==> config.mk <==
export PLATFORM = sky130hd
export DESIGN_NAME = wed_fetch_top
export DESIGN_NICKNAME = d
export VERILOG_FILES = /design/src/logic/wed_pkg.sv /design/src/logic/wed_control.sv /design/src/logic/wed_decode.sv /design/src/logic/wed_result.sv /design/src/logic/wed_fetch_top.sv
export VERILOG_INCLUDE_DIRS = /design/src /design/src/include
export SDC_FILE = /design/constraint.sdc
export NUM_CORES = 1
export LEC_CHECK = 0
export BUFFER_PORTS_ARGS = -buffer_cell sky130_fd_sc_hd__buf_4
export CAP_MARGIN = 20
export CORE_AREA = 2 2 433 435
export DETAILED_ROUTE_END_ITERATION = 10
export DIE_AREA = 0 0 435 437
export PLACE_DENSITY_LB_ADDON = 0.3
export SYNTH_ARGS = -nofsm -noshare
export SYNTH_HDL_FRONTEND = slang
export SYNTH_SLANG_ARGS = --single-unit
==> constraint.sdc <==
create_clock -name clock -period 24 [get_ports clock]
set_input_delay 2.4 -clock clock [delete_from_list [all_inputs] [get_ports clock]]
set_output_delay 2.4 -clock clock [all_outputs]
set_load 0.05 [all_outputs]
==> src/include/wed_layout.svh <==
`ifndef WED_LAYOUT_SVH
`define WED_LAYOUT_SVH

// Descriptor layout inside beat 0 of the fetched line
// Each value is the bit position of the field LSB

// Status word written back by the host
`define WED_STATUS_OFFSET 0

// Element counts
`define WED_VERTEX_COUNT_OFFSET 64
`define WED_EDGE_COUNT_OFFSET 128

// Host array base addresses, cache-line aligned
`define WED_VERTEX_ARRAY_OFFSET 192
`define WED_EDGE_ARRAY_OFFSET 256
`define WED_RESULT_ARRAY_OFFSET 320

// First bit past the last field
`define WED_LAYOUT_END 384

`endif

==> src/logic/wed_pkg.sv <==
`default_nettype none

package wed_pkg;

  // Bus widths
  localparam int beat_width = 512;
  localparam int addr_width = 64;
  localparam int tag_width = 8;
  localparam int index_width = 6;  // Beat number within a line
  localparam int size_width = 12;

  // One cache line per descriptor read
  localparam logic [size_width-1:0] line_bytes = 12'd128;

  // Array addresses must sit on a 128-byte line boundary
  localparam int align_bits = 7;

  // Descriptor field widths
  localparam int status_width = 64;
  localparam int vertex_count_width = 64;
  localparam int edge_count_width = 64;
  localparam int vertex_array_width = 64;
  localparam int edge_array_width = 64;
  localparam int result_array_width = 64;

  // Command tags
  localparam logic [tag_width-1:0] wed_tag = 8'h2a;
  localparam logic [tag_width-1:0] invalid_tag = 8'hff;  // No command held

  // Fetch FSM states
  typedef enum logic [2:0] {
    wed_reset,
    wed_idle,
    wed_cmd_req,
    wed_cmd_release,
    wed_collect,
    wed_line_done,
    wed_fail,
    wed_hold
  } wed_state;

  // Bus command opcodes
  typedef enum logic [12:0] {
    invalid_cmd = 13'h0000,
    read_cl_na  = 13'h0a00  // Read cache line, no allocate
  } command_code;

  // Host response codes
  typedef enum logic [7:0] {
    done   = 8'h00,
    failed = 8'h01
  } response_code;

  // Descriptor check result
  typedef enum logic [1:0] {
    err_none,
    err_response,
    err_align,
    err_empty
  } wed_error;

endpackage

`default_nettype wire

==> src/logic/wed_control.sv <==
`timescale 1ns/1ps
`default_nettype none

module wed_control #(
  parameter int line_beats = 2
) (
  input  logic                                  clock,
  input  logic                                  rstn,
  input  logic                                  enable,
  input  logic [wed_pkg::addr_width-1:0]        wed_address,
  // Command toward the host
  output logic                                  command_req,
  output wed_pkg::command_code                  command_code,
  output logic [wed_pkg::addr_width-1:0]        command_address,
  output logic [wed_pkg::tag_width-1:0]         command_tag,
  output logic [wed_pkg::size_width-1:0]        command_size,
  input  logic                                  command_ack,
  // Data beats from the host
  input  logic                                  beat_valid,
  input  logic [wed_pkg::tag_width-1:0]         beat_tag,
  input  logic [wed_pkg::index_width-1:0]       beat_index,
  input  logic [wed_pkg::beat_width-1:0]        beat_data,
  // Host response
  input  logic                                  response_valid,
  input  logic [wed_pkg::tag_width-1:0]         response_tag,
  input  wed_pkg::response_code                 response_code,
  // From the result block
  input  logic                                  wed_released,
  // Assembled line toward decode
  output logic                                  line_valid,
  output logic [line_beats*wed_pkg::beat_width-1:0] line_data,
  output logic                                  line_failed
);

  import wed_pkg::*;

  wed_state state;
  wed_state next_state;
  logic     beat_hit;
  logic     response_hit;

  // Beats may arrive as soon as the host has taken the command
  assign beat_hit = beat_valid && (beat_tag == wed_tag) &&
                    ((state == wed_cmd_release) || (state == wed_collect));

  // Foreign responses are ignored
  assign response_hit = response_valid && (response_tag == wed_tag) &&
                        (state == wed_collect);

  always_ff @(posedge clock or negedge rstn) begin
    if (!rstn) begin
      state <= wed_reset;
    end else begin
      state <= next_state;
    end
  end

  always_comb begin
    next_state = state;
    case (state)
      wed_reset: begin
        next_state = wed_idle;
      end
      wed_idle: begin
        if (enable) begin
          next_state = wed_cmd_req;
        end
      end
      wed_cmd_req: begin
        if (command_ack) begin
          next_state = wed_cmd_release;
        end
      end
      wed_cmd_release: begin
        if (!command_ack) begin  // Four-phase handshake complete
          next_state = wed_collect;
        end
      end
      wed_collect: begin
        if (response_hit) begin
          next_state = (response_code == done) ? wed_line_done : wed_fail;
        end
      end
      wed_line_done, wed_fail: begin
        next_state = wed_hold;
      end
      wed_hold: begin
        if (wed_released) begin  // Consumer has taken the descriptor
          next_state = wed_idle;
        end
      end
      default: begin
        next_state = wed_reset;
      end
    endcase
  end

  // Command fields stay put while req is high
  always_ff @(posedge clock or negedge rstn) begin
    if (!rstn) begin
      command_req     <= 1'b0;
      command_code    <= invalid_cmd;
      command_address <= '0;
      command_tag     <= invalid_tag;
      command_size    <= '0;
    end else if ((state == wed_idle) && (next_state == wed_cmd_req)) begin
      command_req     <= 1'b1;
      command_code    <= read_cl_na;
      command_address <= wed_address;
      command_tag     <= wed_tag;
      command_size    <= line_bytes;
    end else if ((state == wed_cmd_req) && command_ack) begin
      command_req     <= 1'b0;  // Drop req once ack seen
    end else if ((state == wed_hold) && wed_released) begin
      command_code    <= invalid_cmd;
      command_tag     <= invalid_tag;
    end
  end

  always_ff @(posedge clock or negedge rstn) begin
    if (!rstn) begin
      line_valid  <= 1'b0;
      line_failed <= 1'b0;
    end else begin
      line_valid  <= response_hit;
      line_failed <= response_hit && (response_code != done);
    end
  end

  // Each beat lands in the slot named by its index
  always_ff @(posedge clock) begin
    for (int i = 0; i < line_beats; i++) begin
      if (beat_hit && (beat_index == index_width'(i))) begin
        line_data[i*beat_width +: beat_width] <= beat_data;
      end
    end
  end

endmodule

`default_nettype wire

==> src/logic/wed_decode.sv <==
`timescale 1ns/1ps
`default_nettype none

`include "wed_layout.svh"

module wed_decode (
  input  logic                                   clock,
  input  logic                                   rstn,
  input  logic                                   line_valid,
  input  logic [wed_pkg::beat_width-1:0]         line_data,  // Header beat
  input  logic                                   line_failed,
  output logic                                   decoded_valid,
  output logic [wed_pkg::status_width-1:0]       decoded_status,
  output logic [wed_pkg::vertex_count_width-1:0] decoded_vertex_count,
  output logic [wed_pkg::edge_count_width-1:0]   decoded_edge_count,
  output logic [wed_pkg::vertex_array_width-1:0] decoded_vertex_array,
  output logic [wed_pkg::edge_array_width-1:0]   decoded_edge_array,
  output logic [wed_pkg::result_array_width-1:0] decoded_result_array,
  output wed_pkg::wed_error                      decoded_error
);

  import wed_pkg::*;

  logic [status_width-1:0]       status_field;
  logic [vertex_count_width-1:0] vertex_count_field;
  logic [edge_count_width-1:0]   edge_count_field;
  logic [vertex_array_width-1:0] vertex_array_field;
  logic [edge_array_width-1:0]   edge_array_field;
  logic [result_array_width-1:0] result_array_field;
  logic                          misaligned;
  wed_error                      error_next;

  assign status_field       = line_data[`WED_STATUS_OFFSET +: status_width];
  assign vertex_count_field = line_data[`WED_VERTEX_COUNT_OFFSET +: vertex_count_width];
  assign edge_count_field   = line_data[`WED_EDGE_COUNT_OFFSET +: edge_count_width];
  assign vertex_array_field = line_data[`WED_VERTEX_ARRAY_OFFSET +: vertex_array_width];
  assign edge_array_field   = line_data[`WED_EDGE_ARRAY_OFFSET +: edge_array_width];
  assign result_array_field = line_data[`WED_RESULT_ARRAY_OFFSET +: result_array_width];

  // Any array base off a line boundary
  assign misaligned = (vertex_array_field[align_bits-1:0] != '0) ||
                      (edge_array_field[align_bits-1:0] != '0) ||
                      (result_array_field[align_bits-1:0] != '0);

  always_comb begin
    if (line_failed) begin
      error_next = err_response;
    end else if (misaligned) begin
      error_next = err_align;
    end else if (vertex_count_field == '0) begin
      error_next = err_empty;
    end else begin
      error_next = err_none;
    end
  end

  always_ff @(posedge clock or negedge rstn) begin
    if (!rstn) begin
      decoded_valid <= 1'b0;
      decoded_error <= err_none;
    end else begin
      decoded_valid <= line_valid;
      if (line_valid) begin
        decoded_error <= error_next;
      end
    end
  end

  // A failed read carries no usable fields
  always_ff @(posedge clock) begin
    if (line_valid) begin
      decoded_status       <= line_failed ? '0 : status_field;
      decoded_vertex_count <= line_failed ? '0 : vertex_count_field;
      decoded_edge_count   <= line_failed ? '0 : edge_count_field;
      decoded_vertex_array <= line_failed ? '0 : vertex_array_field;
      decoded_edge_array   <= line_failed ? '0 : edge_array_field;
      decoded_result_array <= line_failed ? '0 : result_array_field;
    end
  end

endmodule

`default_nettype wire

==> src/logic/wed_result.sv <==
`timescale 1ns/1ps
`default_nettype none

module wed_result (
  input  logic                                   clock,
  input  logic                                   rstn,
  input  logic                                   decoded_valid,
  input  logic [wed_pkg::status_width-1:0]       decoded_status,
  input  logic [wed_pkg::vertex_count_width-1:0] decoded_vertex_count,
  input  logic [wed_pkg::edge_count_width-1:0]   decoded_edge_count,
  input  logic [wed_pkg::vertex_array_width-1:0] decoded_vertex_array,
  input  logic [wed_pkg::edge_array_width-1:0]   decoded_edge_array,
  input  logic [wed_pkg::result_array_width-1:0] decoded_result_array,
  input  wed_pkg::wed_error                      decoded_error,
  input  logic                                   wed_ack,
  output logic                                   wed_req,
  output wed_pkg::wed_error                      wed_error_code,
  output logic [wed_pkg::status_width-1:0]       wed_status,
  output logic [wed_pkg::vertex_count_width-1:0] wed_vertex_count,
  output logic [wed_pkg::edge_count_width-1:0]   wed_edge_count,
  output logic [wed_pkg::vertex_array_width-1:0] wed_vertex_array,
  output logic [wed_pkg::edge_array_width-1:0]   wed_edge_array,
  output logic [wed_pkg::result_array_width-1:0] wed_result_array,
  output logic                                   wed_released
);

  import wed_pkg::*;

  logic release_pending;  // Ack seen, waiting for it to fall
  logic accept;

  // Only take a new descriptor when no handshake is in flight
  assign accept = decoded_valid && !wed_req && !release_pending;

  always_ff @(posedge clock or negedge rstn) begin
    if (!rstn) begin
      wed_req         <= 1'b0;
      release_pending <= 1'b0;
      wed_released    <= 1'b0;
    end else begin
      wed_released <= 1'b0;
      if (accept) begin
        wed_req <= 1'b1;
      end else if (wed_req && wed_ack) begin
        wed_req         <= 1'b0;
        release_pending <= 1'b1;
      end else if (release_pending && !wed_ack) begin
        release_pending <= 1'b0;
        wed_released    <= 1'b1;  // One-cycle pulse to control
      end
    end
  end

  // Descriptor held until the next one is accepted
  always_ff @(posedge clock or negedge rstn) begin
    if (!rstn) begin
      wed_error_code   <= err_none;
      wed_status       <= '0;
      wed_vertex_count <= '0;
      wed_edge_count   <= '0;
      wed_vertex_array <= '0;
      wed_edge_array   <= '0;
      wed_result_array <= '0;
    end else if (accept) begin
      wed_error_code   <= decoded_error;
      wed_status       <= decoded_status;
      wed_vertex_count <= decoded_vertex_count;
      wed_edge_count   <= decoded_edge_count;
      wed_vertex_array <= decoded_vertex_array;
      wed_edge_array   <= decoded_edge_array;
      wed_result_array <= decoded_result_array;
    end
  end

endmodule

`default_nettype wire

==> src/logic/wed_fetch_top.sv <==
`timescale 1ns/1ps
`default_nettype none

module wed_fetch_top (
  input  logic                                   clock,
  input  logic                                   rstn,
  input  logic                                   enable,
  input  logic [wed_pkg::addr_width-1:0]         wed_address,
  output logic                                   command_req,
  output wed_pkg::command_code                   command_code,
  output logic [wed_pkg::addr_width-1:0]         command_address,
  output logic [wed_pkg::tag_width-1:0]          command_tag,
  output logic [wed_pkg::size_width-1:0]         command_size,
  input  logic                                   command_ack,
  input  logic                                   beat_valid,
  input  logic [wed_pkg::tag_width-1:0]          beat_tag,
  input  logic [wed_pkg::index_width-1:0]        beat_index,
  input  logic [wed_pkg::beat_width-1:0]         beat_data,
  input  logic                                   response_valid,
  input  logic [wed_pkg::tag_width-1:0]          response_tag,
  input  wed_pkg::response_code                  response_code,
  output logic                                   wed_req,
  input  logic                                   wed_ack,
  output wed_pkg::wed_error                      wed_error_code,
  output logic [wed_pkg::status_width-1:0]       wed_status,
  output logic [wed_pkg::vertex_count_width-1:0] wed_vertex_count,
  output logic [wed_pkg::edge_count_width-1:0]   wed_edge_count,
  output logic [wed_pkg::vertex_array_width-1:0] wed_vertex_array,
  output logic [wed_pkg::edge_array_width-1:0]   wed_edge_array,
  output logic [wed_pkg::result_array_width-1:0] wed_result_array
);

  import wed_pkg::*;

  localparam int line_beats = 2;  // One 128-byte line

  logic                            line_valid;
  logic [line_beats*beat_width-1:0] line_data;
  logic                            line_failed;
  logic                            decoded_valid;
  logic [status_width-1:0]         decoded_status;
  logic [vertex_count_width-1:0]   decoded_vertex_count;
  logic [edge_count_width-1:0]     decoded_edge_count;
  logic [vertex_array_width-1:0]   decoded_vertex_array;
  logic [edge_array_width-1:0]     decoded_edge_array;
  logic [result_array_width-1:0]   decoded_result_array;
  wed_error                        decoded_error;
  logic                            wed_released;

  wed_control #(
    .line_beats (line_beats)
  ) control0 (
    .clock           (clock),
    .rstn            (rstn),
    .enable          (enable),
    .wed_address     (wed_address),
    .command_req     (command_req),
    .command_code    (command_code),
    .command_address (command_address),
    .command_tag     (command_tag),
    .command_size    (command_size),
    .command_ack     (command_ack),
    .beat_valid      (beat_valid),
    .beat_tag        (beat_tag),
    .beat_index      (beat_index),
    .beat_data       (beat_data),
    .response_valid  (response_valid),
    .response_tag    (response_tag),
    .response_code   (response_code),
    .wed_released    (wed_released),
    .line_valid      (line_valid),
    .line_data       (line_data),
    .line_failed     (line_failed)
  );

  // Only beat 0 carries the descriptor
  wed_decode decode0 (
    .clock                (clock),
    .rstn                 (rstn),
    .line_valid           (line_valid),
    .line_data            (line_data[beat_width-1:0]),
    .line_failed          (line_failed),
    .decoded_valid        (decoded_valid),
    .decoded_status       (decoded_status),
    .decoded_vertex_count (decoded_vertex_count),
    .decoded_edge_count   (decoded_edge_count),
    .decoded_vertex_array (decoded_vertex_array),
    .decoded_edge_array   (decoded_edge_array),
    .decoded_result_array (decoded_result_array),
    .decoded_error        (decoded_error)
  );

  wed_result result0 (
    .clock                (clock),
    .rstn                 (rstn),
    .decoded_valid        (decoded_valid),
    .decoded_status       (decoded_status),
    .decoded_vertex_count (decoded_vertex_count),
    .decoded_edge_count   (decoded_edge_count),
    .decoded_vertex_array (decoded_vertex_array),
    .decoded_edge_array   (decoded_edge_array),
    .decoded_result_array (decoded_result_array),
    .decoded_error        (decoded_error),
    .wed_ack              (wed_ack),
    .wed_req              (wed_req),
    .wed_error_code       (wed_error_code),
    .wed_status           (wed_status),
    .wed_vertex_count     (wed_vertex_count),
    .wed_edge_count       (wed_edge_count),
    .wed_vertex_array     (wed_vertex_array),
    .wed_edge_array       (wed_edge_array),
    .wed_result_array     (wed_result_array),
    .wed_released         (wed_released)
  );

endmodule

`default_nettype wire

==> metrics.yaml, run 1 <==
status: "finished clean"
cts_tree: "yes"
final_cells: 5907
cap_viol_max_count: 0
die_h_um: 437
ys_warn_count: 0
power.density_nw_per_um2: 84.68
yosysMostFrequentCell: "edfxtp_1"
vias: 23054
drive_gt1_share_pct: 34.70
post-place-ws_ns: 18.12
endpoint_kind: "register"
ant_nets: 0
die_w_um: 435
crit_chain: "buf_4, nor4b_1, nand4_1, nor2_4, buf_12, buf_4"
rsz0062_at_grt: "no"
cpMostUsedCell: "buf_4"
finalSetupViolations: 0
syn_avg_cell_area_um2: 19.01
synth_edf_count: 768
tns_ns: 0
peakVddDrop_v: 0.00006688
ios: 1098
whs_ns: 0.4417
slew_violations: 0
ys_dominant_reg_cell: "edfxtp_1"
ys_async_sr_fraction_pct: 37.71
core_um2: 185000
critPathTopFamily: "buffers and inverters"
synth_top_family_by_area: "multiplexers"
yosysSeqAreaShare_pct: 80.08
arrival_ns: 5.51
synth_area_leader_cell: "edfxtp_1"
leakagePower_nw: 24.67
cp_max_fo: 131
clkTransAtPathRegs_ns: 0.07
start_util_pct: 23.42
crit_required_ns: 24.39
clock-sinks: 1233
largest_reg_flops: 384
avgRoutedWirePerCell_um: 22.40
vias_per_cell: 3.903
routed_wl_um: 132300
drtIter0Drc: 1087
cpPeakStageDelay_ns: 0.82
final_area_um2: 57850
cts_buffers: 142
grt_max_degree: 160
nNetsFinal: 3905
regMostFlops: "control0.line_data"
fin_crit_sh_pct: 21.36
synth-xor-area-share_pct: 0
die-area_um2: 190100
cts_buffer_depth: 3
cp_slowest_cell: "buf_4"
synth-compound-area-share_pct: 0.2599
fmax_mhz: 195.1
ys_seq_elements: 1233
dpl_cell_area_um2: 53260
cts_resized: 0
tightest_slew_ns: 1.280
track_usage_pct: 13.62
htreeDepth: 4
clockRootBuffer: "clkbuf_16"
overflow: 0
hpwl_um: 91690
worstPathBufferInverterCount: 3
hp-class: "reg -> reg"
fin_crit_ns: 5.126
hold_viol: 0
start_kind: "input port"
synth_adder_area_share_pct: 0
cts_setup_buffers: 0
dp.cells: 5628
synth_mux_area_share_pct: 11.69
drc: 0
dr.pass1.iters: 5
holdBufCountCts: 0
setup_slack_ns: 18.87
insertion_delay_ns: 0.79
path_class: "in -> reg"
portBuffers: 944
grt_pass1_vias: 23931
area_delta_synth_final_pct: 33.50
synth.distinct_cells: 31
netlist_top_cells_count: "edfxtp_1 (768), dfrtp_1 (464), mux2_1 (450)"
synthesis.area_um2: 43330
synth-simple-area-share_pct: 6.393
synthCells: 2280
num_rows: 158
yosysTopAreaCellShare_pct: 53.22
place.gp.congestion: 0.9197
grt_pass1_wl_um: 183800
grt_antenna_before_repair: 32
relSlewSlack_pct: 14.68
synth.area.top_cells: "edfxtp_1 (53%), dfrtp_1 (27%), mux2_1 (12%), nor2b_1 (5.6%), buf_2 (0.59%)"
finClkSkew_ns: 0.02637
## per-layer routing
metal	vias up	part of all wire [%]	GRT usage [%]	wire, um
met5	-	0.017	0	22
met1	11793	39	15.61	51770
met3	236	6.8	4.623	9010
li1	10296	-	-	-
met2	725	50	23.05	66590
met4	4	3.7	5.897	4946
## stage by stage
stage / util, % / total power [mW]
finish: 31.26 / 4.899
global route: 31.26 / 5.088
CTS: 31.24 / 4.987
detailed placement: 28.78 / 2.822
global placement: 28.78 / 2.819
floorplan: - / 2.628
## power breakdown
group          internal, mW  switching [mW]
registers              2.30          0.0339
logic                 0.151           0.285
clock network          1.23           0.896
## logic make-up after synthesis
family	Yosys count
multiplexers	450
buffers and inverters	133
AND/OR/NAND/NOR	444
flip-flops	1233
other	2
AO/OA/AOI/OAI	18
## path summary, 6_finish.rpt
path	from	to	slack, ns	cells past startpoint
setup / recovery	beat_index[1]	control0.line_data[252]	18.87	6
setup reg to reg	control0.line_valid	decode0.decoded_result_array[59]	19.40	5
hold / removal	decode0.decoded_result_array[27]	result0.wed_result_array[27]	0.44	1
max in group asynchronous	rstn	result0.wed_result_array[36]	19.43	4
hold reg to reg	decode0.decoded_result_array[27]	result0.wed_result_array[27]	0.44	1
min in group asynchronous	rstn	result0.wed_edge_array[53]	1.60	1
## placed cells by master (no fill, tap or decap), types with 12 or more instances in the layout
cell type  synthesis  final
edfxtp_1         768    768
clkbuf_1          45     47
clkinv_1           0     12
dfrtp_1          464    462
buf_4             30    965
clkinv_2           0     20
conb_1             2     25
clkbuf_8           0     16
diode_2            0     15
mux2_1           450    450
nor4_1            22     22
clkbuf_16          0    147
nor2b_1          385    385
## layout make-up
type | instances | area, um2
well taps | 2480 | 3103
inverters | 7 | 26.28
multi-input cells | 937 | 8061
diodes | 15 | 37.54
clock buffers | 210 | 4075
repair buffers | 971 | 7360
fillers | 18394 | 127200
clock inverters | 54 | 478.0
flip-flops and latches | 1233 | 34710
Power figures use the tool's default switching activity.
==> run 2: changes to the inputs <==
--- a/config.mk
+++ b/config.mk
@@ -6,11 +6,12 @@
 export SDC_FILE = /design/constraint.sdc
 export NUM_CORES = 1
 export LEC_CHECK = 0
+export ABC_AREA = 1
 export BUFFER_PORTS_ARGS = -buffer_cell sky130_fd_sc_hd__buf_4
 export CAP_MARGIN = 20
-export CORE_AREA = 2 2 433 435
+export CORE_AREA = 2 2 431 433
 export DETAILED_ROUTE_END_ITERATION = 10
-export DIE_AREA = 0 0 435 437
+export DIE_AREA = 0 0 433 435
 export PLACE_DENSITY_LB_ADDON = 0.3
 export SYNTH_ARGS = -nofsm -noshare
 export SYNTH_HDL_FRONTEND = slang
==> constraint.sdc (replaced) <==
create_clock -name clock -period 4.36 [get_ports clock]
set_input_delay 0.436 -clock clock [delete_from_list [all_inputs] [get_ports clock]]
set_output_delay 0.436 -clock clock [all_outputs]
set_load 0.05 [all_outputs]
==> metrics.yaml, run 2 <==
synth.area.top_cells: "edfxtp_1 (51%), dfrtp_1 (26%), mux2_4 (11%), nor2_1 (3.7%), inv_1 (3.3%)"
syn_avg_cell_area_um2: 15.87  # -17%
synth_area_leader_cell: "edfxtp_1"
cts_buffers: 140  # -1.4%
cpMostUsedCell: "dlygate4sd3_1"
regMostFlops: "control0.line_data"
vias: 26650  # +16%
start_util_pct: 24.70  # +1.3 points
rsz0062_at_grt: "no"
synthCells: 2865  # +26%
final_cells: 6982  # +18%
insertion_delay_ns: 0.80  # about the same
cts_resized: 0  # unchanged
place.gp.congestion: 0.8144  # -11%
tightest_slew_ns: 0.9708  # -0.3090 ns
hp-class: "in -> reg"
track_usage_pct: 13.72  # +0.10 points
grt_max_degree: 91  # -43%
ys_warn_count: 0  # unchanged
crit_chain: "dlygate4sd3_1, buf_4, inv_1, nand2_1, dlygate4sd3_1, nor4_2, dlygate4sd3_1, nand2_1, nand3_1, dlygate4sd3_1"
peakVddDrop_v: 0.0003415  # +410%
status: "finished clean"
start_kind: "input port"
fin_crit_sh_pct: 60.04
critPathTopFamily: "buffers and inverters"
endpoint_kind: "register"
overflow: 0  # unchanged
clockRootBuffer: "clkbuf_16"
finalSetupViolations: 0  # unchanged
grt_pass1_wl_um: 189700  # +3.2%
portBuffers: 944  # unchanged
ios: 1098  # unchanged
synthesis.area_um2: 45460  # +4.9%
grt_pass1_vias: 28242  # +18%
cts_setup_buffers: 0  # unchanged
htreeDepth: 4  # unchanged
drive_gt1_share_pct: 36.34  # +1.6 points
die-area_um2: 188400  # -0.92%
drc: 0  # unchanged
ys_seq_elements: 1233  # unchanged
fin_crit_ns: 2.618
cpPeakStageDelay_ns: 0.63  # -0.19 ns
finalCoreUtilization_pct: 35.32  # +4.1 points
grt_antenna_before_repair: 15  # -53%
drtIter0Drc: 1149  # +5.7%
core_um2: 184000  # -0.53%
crit_required_ns: 5.08  # -19.31 ns
ys_async_sr_fraction_pct: 37.71  # unchanged
synth.distinct_cells: 28  # -9.7%
hpwl_um: 91940  # +0.28%
holdBufCountCts: 455  # +455
cp_slowest_cell: "dlygate4sd3_1"
cts_tree: "yes"
die_w_um: 433  # -0.46%
clock-sinks: 1233  # unchanged
cts_buffer_depth: 3  # unchanged
nNetsFinal: 4990  # +28%
netlist_top_cells_count: "edfxtp_1 (768), dfrtp_1 (464), nor2_1 (448)"
clkTransAtPathRegs_ns: 0.06  # about the same
cp_max_fo: 3  # -98%
relSlewSlack_pct: 35.28  # +21 points
whs_ns: 0.1452  # -0.2965 ns
vias_per_cell: 3.817  # -2.2%
synth_edf_count: 768  # unchanged
yosysSeqAreaShare_pct: 76.33  # -3.7 points
fmax_mhz: 382.0
area_delta_synth_final_pct: 43.00
hold_viol: 0  # unchanged
worstPathBufferInverterCount: 6  # +3
ant_nets: 0  # unchanged
slew_violations: 0  # unchanged
num_rows: 158  # unchanged
leakagePower_nw: 30.14  # +22%
yosysMostFrequentCell: "edfxtp_1"
routed_wl_um: 130800  # -1.2%
avgRoutedWirePerCell_um: 18.73  # -16%
arrival_ns: 3.34  # -2.17 ns
largest_reg_flops: 384  # unchanged
dr.pass1.iters: 5  # unchanged
path_class: "in -> reg"
power.density_nw_per_um2: 433.2  # +410%
die_h_um: 435  # -0.46%
cap_viol_max_count: 0  # unchanged
yosysTopAreaCellShare_pct: 50.73  # -2.5 points
layout_commonest_cell: "buf_4"
ys_dominant_reg_cell: "edfxtp_1"
final_cell_mix: "buf_4 (995), edfxtp_1 (768), dfrtp_1 (462)"
finClkSkew_ns: 0.04642  # +0.02005 ns
dp.cells: 6259  # +11%
==> run 2: changes by cell type in the layout (fill, tap and decap cells not counted), moves of 329 or more <==
cell,before,now
mux2_4,0,329
nor2_1,4,446
mux2_1,450,0
inv_1,6,400
dlygate4sd3_1,0,455
nor2b_1,385,0
==> run 2: per-stage QoR <==
step	power [mW]	worst slack, ns	instance area (um2)	setup TNS, ns
floorplan	14.98	-3.211	45570	-1232.95
global placement	16.16	1.362	55720	0
detailed placement	16.20	1.704	55750	0
CTS	28.56	1.831	64970	0
global route	29.21	1.694	65000	0
finish	28.16	1.742	65000	0
==> run 2: report_power, final <==
group	total [mW]	switching, mW	internal, mW
sequential	13.0	0.229	12.7
clock	11.8	4.99	6.83
combinational	3.37	2.13	1.25
==> run 2: area by class of cell <==
| class | count | area (um2) |
|---|---|---|
| Fill cell | 17728 | 119000 |
| Sequential cell | 1233 | 34710 |
| Timing Repair Buffer | 1476 | 12550 |
| Inverter | 402 | 1509 |
| Clock inverter | 60 | 706.9 |
| Clock buffer | 202 | 3959 |
| Tap cell | 2480 | 3103 |
| Multi-Input combinational cell | 1124 | 8461 |
| Antenna cell | 5 | 12.51 |
==> run 2: kinds of logic after synthesis <==
group | synth area share [%]
buffers and inverters | 5.334
and+or+nand+nor | 5.940
muxes | 12.28
AOI/OAI and AO/OA | 0.09908
DFF | 76.33
other | 0.01652
==> run 2: tightest hold or removal path, cell delays in order <==
cell and delay, ns:
buf_4 0.08, nor2_1 0.03, nand4_1 0.17, nand2_1 0.12, inv_1 0.06
==> run 2: routing by layer <==
| layer | up-vias | wire length, um | GRT usage (%) |
|---|---|---|---|
| met5 | - | 13 | 0 |
| met4 | 2 | 5161 | 5.843 |
| met3 | 233 | 7116 | 3.588 |
| met2 | 707 | 69090 | 24.88 |
| met1 | 13211 | 49400 | 14.97 |
| li1 | 12497 | - | - |
==> run 2: final timing paths <==
path	slack (ns)	cells after the start	end	startpoint
max in group asynchronous	2.78	4	result0.wed_vertex_count[6]	rstn
hold / removal	0.15	5	control0.line_failed	response_code[4]
setup / recovery	1.74	10	control0.state[0]	response_tag[0]
min in group asynchronous	0.33	2	result0.wed_edge_count[35]	rstn
hold reg to reg	0.45	1	result0.wed_vertex_count[44]	decode0.decoded_vertex_count[44]
setup reg to reg	1.83	4	result0.wed_result_array[0]	result0.wed_req
